`src/hdl/objLine_cfg.svh`:
```
// object layer configuration
// slot count, attribute RAM depth, line buffer geometry and blank pixel code
`ifndef OBJLINE_CFG_SVH
`define OBJLINE_CFG_SVH

// attribute store
`define OBJ_COUNT 16            // object slots
`define OBJ_AW    4             // attribute address bits

// line buffer
`define PXL_DW    4             // bits per pixel
`define LINE_AW   8             // 256 visible columns

`define PXL_BLANK {`PXL_DW{1'b1}}   // transparent, also the cleared value

`define OBJ_WIDTH 16            // widest object, also the object height in lines

`endif

```
`src/hdl/objPkg.sv`:
```
// object layer types
// one attribute word, seen raw by host and RAM, decoded by the scanner
`default_nettype none
`include "objLine_cfg.svh"

package objPkg;

    typedef struct packed {
        logic [6:0]         unused;
        logic [3:0]         width;     // pixels minus one
        logic [`PXL_DW-1:0] colour;    // 15 = not drawn
        logic [7:0]         posY;      // first line covered
        logic [8:0]         posX;      // bit 8 set parks the object off screen
    } objFields_t;

    typedef union packed {
        logic [31:0] raw;
        objFields_t  fields;
    } objAttr_t;

endpackage

`default_nettype wire

```
`src/hdl/lineRam.sv`:
```
// single port RAM, read before write, registered output
// one access per cen, so a read can clear the word in the same cycle
`timescale 1ns/1ns
`default_nettype none

module lineRam #(
    parameter int AW = 8,
    parameter int DW = 4
) (
    input  wire          clk,
    input  wire          cen,
    input  wire [AW-1:0] addr,
    input  wire [DW-1:0] data,
    input  wire          we,
    output logic [DW-1:0] q
);

    logic [DW-1:0] mem [0:(2**AW)-1];

    // power-up contents all ones: blank pixels, parked objects
    initial begin
        for (int i = 0; i < 2**AW; i++) begin
            mem[i] = '1;
        end
    end

    always_ff @(posedge clk) begin
        if (cen) begin
            q <= mem[addr];                 // old word out
            if (we) mem[addr] <= data;      // new word in
        end
    end

endmodule

`default_nettype wire

```
`src/hdl/objPxlBuf.sv`:
```
// object line buffer, two RAMs swapping roles each line
// blank side takes scanner pixels, active side is read out and cleared behind
// flip mirrors the write column, colour 15 and x >= 256 are never stored
`timescale 1ns/1ns
`default_nettype none
`include "objLine_cfg.svh"

module objPxlBuf (
    input  wire                 clk,
    input  wire                 rst,
    input  wire                 pxlCen,
    input  wire                 lhbl,
    input  wire                 flip,
    input  wire                 dispEn,
    input  wire                 drawWe,
    input  wire [8:0]           drawX,
    input  wire [`PXL_DW-1:0]   drawPxl,
    output logic [`PXL_DW-1:0]  objPxl
);

    localparam logic [`PXL_DW-1:0] blank = `PXL_BLANK;

    logic                lineSel;   // RAM drawn in this blank, read next active
    logic                lhblLast;
    logic [`LINE_AW-1:0] hCnt;      // column being read
    logic                rdSide;
    logic                qSide;     // which RAM q came from
    logic                qLive;     // q is an active column
    logic [`LINE_AW-1:0] wrAddr;
    logic                wrWe;
    logic [`LINE_AW-1:0] addrA, addrB;
    logic [`PXL_DW-1:0]  dataA, dataB;
    logic                weA, weB;
    logic [`PXL_DW-1:0]  qA, qB;

    always_ff @(posedge clk) begin
        if (rst) begin
            lineSel  <= 1'b0;
            lhblLast <= 1'b0;
            hCnt     <= '0;
            qSide    <= 1'b0;
            qLive    <= 1'b0;
        end else if (pxlCen) begin
            lhblLast <= lhbl;
            if (lhblLast && !lhbl) lineSel <= !lineSel;   // swap on blank start
            hCnt  <= lhbl ? hCnt + 1'b1 : '0;
            qSide <= rdSide;
            qLive <= lhbl;
        end
    end

    // active: lineSel is read; blank: lineSel is drawn, the other side idles
    assign rdSide = lhbl ? lineSel : !lineSel;

    assign wrAddr = drawX[`LINE_AW-1:0] ^ {`LINE_AW{flip}};
    assign wrWe   = drawWe && !drawX[8] && (drawPxl != blank);

    always_comb begin
        if (!rdSide) begin
            addrA = hCnt;       // A read and cleared
            dataA = blank;
            weA   = lhbl;
            addrB = wrAddr;     // B drawn
            dataB = drawPxl;
            weB   = wrWe;
        end else begin
            addrA = wrAddr;
            dataA = drawPxl;
            weA   = wrWe;
            addrB = hCnt;
            dataB = blank;
            weB   = lhbl;
        end
    end

    assign objPxl = (dispEn && qLive) ? (qSide ? qB : qA) : blank;

    lineRam #(
        .AW ( `LINE_AW ),
        .DW ( `PXL_DW  )
    ) lineBufA (
        .clk  ( clk    ),
        .cen  ( pxlCen ),
        .addr ( addrA  ),
        .data ( dataA  ),
        .we   ( weA    ),
        .q    ( qA     )
    );

    lineRam #(
        .AW ( `LINE_AW ),
        .DW ( `PXL_DW  )
    ) lineBufB (
        .clk  ( clk    ),
        .cen  ( pxlCen ),
        .addr ( addrB  ),
        .data ( dataB  ),
        .we   ( weB    ),
        .q    ( qB     )
    );

endmodule

`default_nettype wire

```
`src/hdl/objRamArb.sv`:
```
// attribute RAM arbiter
// host writes always win, scanner reads wait for a free cycle
// read data comes back one clk after the grant and is held until the next one
`timescale 1ns/1ns
`default_nettype none
`include "objLine_cfg.svh"

module objRamArb (
    input  wire                  clk,
    input  wire                  rst,
    // host side, no back-pressure
    input  wire                  hostWe,
    input  wire [`OBJ_AW-1:0]    hostAddr,
    input  wire objPkg::objAttr_t hostData,
    // scanner side
    input  wire                  scanReq,
    input  wire [`OBJ_AW-1:0]    scanAddr,
    output logic                 scanGnt,
    output objPkg::objAttr_t     scanData
);

    localparam int attrW = $bits(objPkg::objAttr_t);

    logic [`OBJ_AW-1:0] ramAddr;
    logic               ramCen;
    logic [attrW-1:0]   ramQ;
    logic [attrW-1:0]   dataHold;   // last granted word
    logic               gntQ;       // q holds scanner data this cycle

    assign scanGnt = scanReq && !hostWe;    // host write blocks the read
    assign ramCen  = hostWe || scanGnt;     // idle port keeps q stable
    assign ramAddr = hostWe ? hostAddr : scanAddr;

    always_ff @(posedge clk) begin
        if (rst) begin
            gntQ <= 1'b0;
        end else begin
            gntQ <= scanGnt;
        end
    end

    // keep the word after q moves on to a host access
    always_ff @(posedge clk) begin
        if (gntQ) dataHold <= ramQ;
    end

    assign scanData.raw = gntQ ? ramQ : dataHold;

    lineRam #(
        .AW ( `OBJ_AW ),
        .DW ( attrW   )
    ) attrRam (
        .clk  ( clk          ),
        .cen  ( ramCen       ),
        .addr ( ramAddr      ),
        .data ( hostData.raw ),
        .we   ( hostWe       ),
        .q    ( ramQ         )
    );

endmodule

`default_nettype wire

```
`src/hdl/objScan.sv`:
```
// object scanner
// on each blank start walks slots 15..0 for the coming line
// every visible object is emitted as colour pixels, one per pxlCen tick
// later slots overwrite earlier ones in the line buffer, so slot 0 ends on top
`timescale 1ns/1ns
`default_nettype none
`include "objLine_cfg.svh"

module objScan (
    input  wire                   clk,
    input  wire                   rst,
    input  wire                   pxlCen,
    input  wire                   lhbl,
    input  wire [7:0]             vDump,
    // attribute RAM through the arbiter
    output logic                  scanReq,
    output logic [`OBJ_AW-1:0]    scanAddr,
    input  wire                   scanGnt,
    input  wire objPkg::objAttr_t scanData,
    // pixels into the line buffer
    output logic                  drawWe,
    output logic [8:0]            drawX,
    output logic [`PXL_DW-1:0]    drawPxl,
    output logic                  scanBusy
);

    localparam logic [`PXL_DW-1:0] blank   = `PXL_BLANK;
    localparam logic [`OBJ_AW-1:0] topSlot = `OBJ_AW'(`OBJ_COUNT - 1);

    typedef enum logic [2:0] {
        stIdle,
        stReq,      // waiting for the grant
        stTest,     // scanData valid, decide on hit
        stDraw,     // emitting pixels
        stNext,
        stDone      // last pixel still to land
    } scanState_t;

    scanState_t         state;
    logic               lhblLast;
    logic [7:0]         lineNum;    // line being prepared
    logic [8:0]         posX;
    logic [`PXL_DW-1:0] colour;
    logic [3:0]         width;
    logic [3:0]         pxlCnt;
    logic [7:0]         dy;
    logic               visible;
    logic [8:0]         xSum;

    // hit test on the word straight from the arbiter
    assign dy      = lineNum - scanData.fields.posY;    // wraps for objects below
    assign visible = (dy < 8'(`OBJ_WIDTH))
                  && !scanData.fields.posX[8]           // parked
                  && (scanData.fields.colour != blank); // transparent object
    assign xSum    = posX + {5'd0, pxlCnt};             // posX < 256, no overflow

    always_ff @(posedge clk) begin
        if (rst) begin
            state    <= stIdle;
            lhblLast <= 1'b0;
            lineNum  <= 8'd0;
            scanReq  <= 1'b0;
            scanAddr <= '0;
            scanBusy <= 1'b0;
            drawWe   <= 1'b0;
            pxlCnt   <= 4'd0;
        end else begin
            if (pxlCen) begin
                lhblLast <= lhbl;
                drawWe   <= 1'b0;       // strobe lasts one tick
            end
            case (state)
                stIdle: begin
                    if (pxlCen && lhblLast && !lhbl) begin   // blank just started
                        lineNum  <= vDump + 8'd1;
                        scanAddr <= topSlot;
                        scanReq  <= 1'b1;
                        scanBusy <= 1'b1;
                        state    <= stReq;
                    end
                end
                stReq: begin
                    if (scanGnt) begin
                        scanReq <= 1'b0;    // data arrives next cycle
                        state   <= stTest;
                    end
                end
                stTest: begin
                    if (visible) begin
                        posX   <= scanData.fields.posX;
                        colour <= scanData.fields.colour;
                        width  <= scanData.fields.width;
                        pxlCnt <= 4'd0;
                        state  <= stDraw;
                    end else begin
                        state <= stNext;
                    end
                end
                stDraw: begin
                    if (pxlCen) begin
                        drawWe  <= !xSum[8];    // clip past column 255
                        drawX   <= xSum;
                        drawPxl <= colour;
                        pxlCnt  <= pxlCnt + 4'd1;
                        if (pxlCnt == width) state <= stNext;
                    end
                end
                stNext: begin
                    if (scanAddr == '0) begin
                        state <= stDone;
                    end else begin
                        scanAddr <= scanAddr - 1'b1;
                        scanReq  <= 1'b1;
                        state    <= stReq;
                    end
                end
                stDone: begin
                    // the buffer takes the final pixel on this tick
                    if (pxlCen) begin
                        scanBusy <= 1'b0;
                        state    <= stIdle;
                    end
                end
                default: state <= stIdle;
            endcase
        end
    end

endmodule

`default_nettype wire

```
`src/hdl/objSystem.sv`:
```
// object layer top
// attribute arbiter, line scanner and double line buffer
`timescale 1ns/1ns
`default_nettype none
`include "objLine_cfg.svh"

module objSystem (
    input  wire                   clk,
    input  wire                   rst,
    input  wire                   pxlCen,
    input  wire                   lhbl,
    input  wire [7:0]             vDump,
    input  wire                   flip,
    input  wire                   dispEn,
    input  wire                   hostWe,
    input  wire [`OBJ_AW-1:0]     hostAddr,
    input  wire objPkg::objAttr_t hostData,
    output logic [`PXL_DW-1:0]    objPxl,
    output logic                  scanBusy
);

    // scanner to arbiter
    logic                 scanReq;
    logic [`OBJ_AW-1:0]   scanAddr;
    logic                 scanGnt;
    objPkg::objAttr_t     scanData;
    // scanner to line buffer
    logic                 drawWe;
    logic [8:0]           drawX;
    logic [`PXL_DW-1:0]   drawPxl;

    objRamArb objRamArb_inst (
        .clk      ( clk      ),
        .rst      ( rst      ),
        .hostWe   ( hostWe   ),
        .hostAddr ( hostAddr ),
        .hostData ( hostData ),
        .scanReq  ( scanReq  ),
        .scanAddr ( scanAddr ),
        .scanGnt  ( scanGnt  ),
        .scanData ( scanData )
    );

    objScan objScan_inst (
        .clk      ( clk      ),
        .rst      ( rst      ),
        .pxlCen   ( pxlCen   ),
        .lhbl     ( lhbl     ),
        .vDump    ( vDump    ),
        .scanReq  ( scanReq  ),
        .scanAddr ( scanAddr ),
        .scanGnt  ( scanGnt  ),
        .scanData ( scanData ),
        .drawWe   ( drawWe   ),
        .drawX    ( drawX    ),
        .drawPxl  ( drawPxl  ),
        .scanBusy ( scanBusy )
    );

    objPxlBuf objPxlBuf_inst (
        .clk     ( clk     ),
        .rst     ( rst     ),
        .pxlCen  ( pxlCen  ),
        .lhbl    ( lhbl    ),
        .flip    ( flip    ),
        .dispEn  ( dispEn  ),
        .drawWe  ( drawWe  ),
        .drawX   ( drawX   ),
        .drawPxl ( drawPxl ),
        .objPxl  ( objPxl  )
    );

endmodule

`default_nettype wire

```
`config.mk`:
```
export PLATFORM = sky130hd
export DESIGN_NAME = objSystem
export DESIGN_NICKNAME = d
export VERILOG_FILES = /design/src/hdl/objPkg.sv /design/src/hdl/lineRam.sv /design/src/hdl/objPxlBuf.sv /design/src/hdl/objRamArb.sv /design/src/hdl/objScan.sv /design/src/hdl/objSystem.sv
export VERILOG_INCLUDE_DIRS = /design/src /design/src/hdl
export SDC_FILE = /design/constraint.sdc
export NUM_CORES = 2
export LEC_CHECK = 0
export BUFFER_PORTS_ARGS = -buffer_cell sky130_fd_sc_hd__buf_4
export CAP_MARGIN = 0
export CORE_MARGIN = 5
export CORE_UTILIZATION = 50
export CTS_CLUSTER_DIAMETER = 120
export CTS_CLUSTER_SIZE = 10
export DETAILED_ROUTE_END_ITERATION = 8
export HOLD_SLACK_MARGIN = 0.12
export PLACE_DENSITY = 0.68
export SLEW_MARGIN = 20
export SYNTH_ARGS = -nofsm -noshare
export SYNTH_HDL_FRONTEND = slang
export SYNTH_SLANG_ARGS = --single-unit
```
`constraint.sdc`:
```
create_clock -name clk -period 4.75 [get_ports clk]
set_input_delay 0.2375 -clock clk [delete_from_list [all_inputs] [get_ports clk]]
set_output_delay 0.2375 -clock clk [all_outputs]
set_load 0.02 [all_outputs]
```
==> results.txt <==
Die area - 213,000 um2
Number of max-cap violations - 0
PnR worst setup slack - 0.0225 ns
Synth top area share - 73.8%
Critical Path RT - 5.41 ns
Max Clock Skew - 0.0792 ns
Grt met3 use - 5.82%
Clock Latency Late Sink - 0.93 ns
Post-CTS sizing - 0
Post-Syn Instances - 5,527
Initial drt markers - 7,415
Share of layout cells above drive strength 1 - 21.9%
Period Utilization, post-route - 99.5%
Final wirelength - 253 mm
Nets - 6,005
Met1 usage in global routing - 33.9%
Crit path largest cell delay - 0.96 ns
Leak - 36.7 nW
Int Pwr - 37.9 mW
Hold path cells - 2
Layout area overhead - 13.6%
Pin slew with the least headroom to its limit - 1.17 ns
Root buf cell - clkbuf_16
CTS buffer count - 307
# rows - 165
FFs w/ async S/R, synth - 0%
Setup slack at placement - 0.154 ns
Switching Share - 21.3%
Clock Path Buffers - 4
Maximum clock frequency - 212 MHz
Power share of the clock group - 41.2%
Startpoint Class - flop
Worst reg2reg path depth - 10
Gr usage total - 23.8%
CTS tree - done
Net load switching power - 10.2 mW
Min Clock Period, post-route - 4.73 ns
Worst min path class - in2reg
H-tree depth - 5
Commonest cells after routing, fill and taps aside - edfxtp_1 (2,511), nor2_1 (619), mux4_2 (536)
Setup_tns - 0 ns
Top post-synthesis cells by area - edfxtp_1 (74%), mux4_2 (12%), nor2_1 (2.3%), nand2_1 (1.7%), mux2i_1 (1.3%)
Grt peak-use layer - met2
Drt wl/cell - 29.3 um
IO Pins - 56
Drt drc - 0
CP max-delay cell - a311oi_1
Non-filler cells, final - 8,652
Worst path cell trace - xnor2_4, mux2i_4, buf_12, buf_4, mux4_2, nand2_1, nand3_1, a311oi_1, nand4_1, or3_1
Starting Density - 50.4%
Flop and latch count out of synthesis - 2,570
Distinct cells, synth - 76
Sequential Power Share - 52.0%
DRT Pass-1 Iters - 6
Synthesis Warnings - 0
Gpl congestion - 0.908
Number of global-route vias before repair - 55,452
Part of the Yosys area used for sequential elements - 75.0%
CTS Sinks - 2,570
Crit path DAT - 5.39 ns
Via-to-Cell Ratio - 6.32
Placeable Area - 203,000 um2
Worst Path Max Fanout - 40
Comb power frac - 6.8%
Crit end category - flop
Avg Synthesized Cell Area - 18.5 um2
Final instance area - 116,000 um2
Die height - 462 um
Outcome - complete, no violations
Critical path type - reg2reg
Worst relative slew slack - 21.7%
Global-route wire length before repair - 373 mm
Clock transition at path regs - 0.06 ns
GRT Residual Overflow - 0
Cell Pwr Density - 415 nW/um2
Setup Viol. Count Final - 0
Util after Layout - 57.2%
Via count - 54,718
Final hold violations - 0
Synth Cell Area - 102,000 um2
Cell count after placement - 8,234
Net count after synthesis - 5,594
Met2 usage - 36.6%
Commonest non-fill, non-tap cell in the layout - edfxtp_1
Final Max Tran Viols - 0
Die X-Extent - 462 um
HPWL after DPL - 161 mm
VDD IR-drop max - 392 uV
Main synth FF type - edfxtp_1
RSZ-0062 raised after global routing - false
Initial antenna violation count - 12
Post-synth EDFFs - 2,511
Largest area contributor in the netlist - edfxtp_1
DP Area - 107,000 um2
Port Buffers - 48
Antenna viol nets, final - 0
Largest net degree at the start of global routing - 165
## Yosys cell counts (all sizes together) (8+ instances only)
cell / number
o32ai: 8
nand2: 467
ha: 15
nor3: 37
nor4: 28
clkbuf: 127
xnor2: 14
edfxtp: 2511
and2: 27
o2111ai: 10
a32oi: 13
a22oi: 40
a31oi: 51
mux4: 556
dfxtp: 59
o22ai: 21
o211ai: 8
and3: 26
mux2: 37
o21ai: 39
xor2: 19
nand3: 176
nand4: 28
nor2: 635
mux2i: 132
a221oi: 15
nor2b: 13
inv: 16
a21oi: 84
a211oi: 44
nand2b: 16
buf: 190
## power by group through the flow
stage | sequential (mW) | clock [mW] | combinational [mW]
after floorplan | 25.5 | 0 | 2.01
after global placement | 25.5 | 0 | 3.18
after detailed placement | 25.5 | 0 | 3.22
after CTS | 25.1 | 20.1 | 3.27
after global routing | 25.1 | 21.1 | 3.47
final | 25.1 | 19.8 | 3.28
## stage by stage
| stage | power [mW] | hold slack, ns |
|---|---|---|
| 6_report | 48.2 | 0.183 |
| 5_1_grt | 49.6 | 0.168 |
| 4_1_cts | 48.4 | 0.122 |
| 3_5_place_dp | 28.7 | 0.410 |
| 3_3_place_gp | 28.7 | 0.407 |
| 2_1_floorplan | 27.5 | 0.333 |
## worst max-delay path: cells and delay by family, from the launching register on
kind            cells  cell delay (ns)
compound gates      1             0.96
xor+xnor            1             0.37
buf+inv             2             0.67
flops               1             0.39
mux                 2             1.05
simple gates        4             1.00
## registers in the layout (all words and copies together), names as in the netlist, 8 cells and up, named ones only
| name | count |
|---|---|
| objScan_inst.lineNum | 8 |
| objPxlBuf_inst.lineBufB.mem | 1024 |
| objRamArb_inst.dataHold | 25 |
| objPxlBuf_inst.lineBufA.mem | 1024 |
| objScan_inst.posX | 9 |
| objScan_inst.drawX | 9 |
| objPxlBuf_inst.hCnt | 8 |
| objRamArb_inst.attrRam.mem | 400 |
| objRamArb_inst.attrRam.q | 25 |
## final timing paths
| kind | from | end | slack, ns |
|---|---|---|---|
| worst max register to register | objPxlBuf_inst.lineSel$_SDFFE_PP0P_ | objPxlBuf_inst.lineBufA.q[3]$_DFFE_PP_ | 0.02 |
| worst max-delay path | objPxlBuf_inst.lineSel$_SDFFE_PP0P_ | objPxlBuf_inst.lineBufA.q[3]$_DFFE_PP_ | 0.02 |
| worst min register to register | objScan_inst.colour[3]$_DFFE_PP_ | objScan_inst.drawPxl[3]$_DFFE_PP_ | 0.41 |
| worst min-delay path | hostData[16] | objRamArb_inst.attrRam.mem[13][16]$_DFFE_PP_ | 0.18 |
## timing repair
action                                 4_1_cts  5_1_grt
buffers inserted                             0        0
hold buffers                                67        0
endpoints found under the hold margin      615        0
## per-layer routing
layer	share of wire, %	vias to the layer above	wire, um
met4	3.2	12	8000
li1	-	22808	-
met5	0.032	-	81
met2	47	3026	119000
met1	39	28364	99700
met3	10	508	26300
## logic make-up (layout without fill, tap and decap cells)
group | after synthesis | in the layout | synth area share (%)
buffers and inverters | 333 | 780 | 1.78
muxes | 725 | 725 | 14.1
xor gates and xnor gates | 33 | 33 | 0.290
DFF | 2570 | 2570 | 75.0
other | 0 | 6 | 0
AOI/OAI and AO/OA | 374 | 374 | 2.49
and+or+nand+nor | 1476 | 1476 | 6.19
adders and majority gates | 16 | 16 | 0.203
## final cells by class
cell class	instances	area [um2]
multi-input cells	2624	24100
diodes	6	15.0
fillers	14767	86700
clock inverters	7	90.1
clock buffers	338	7910
inverters	16	60.1
repair buffers	419	3980
flip-flops and latches	2570	76600
well taps	2672	3340
No activity file was read; power rests on OpenSTA's default activity.
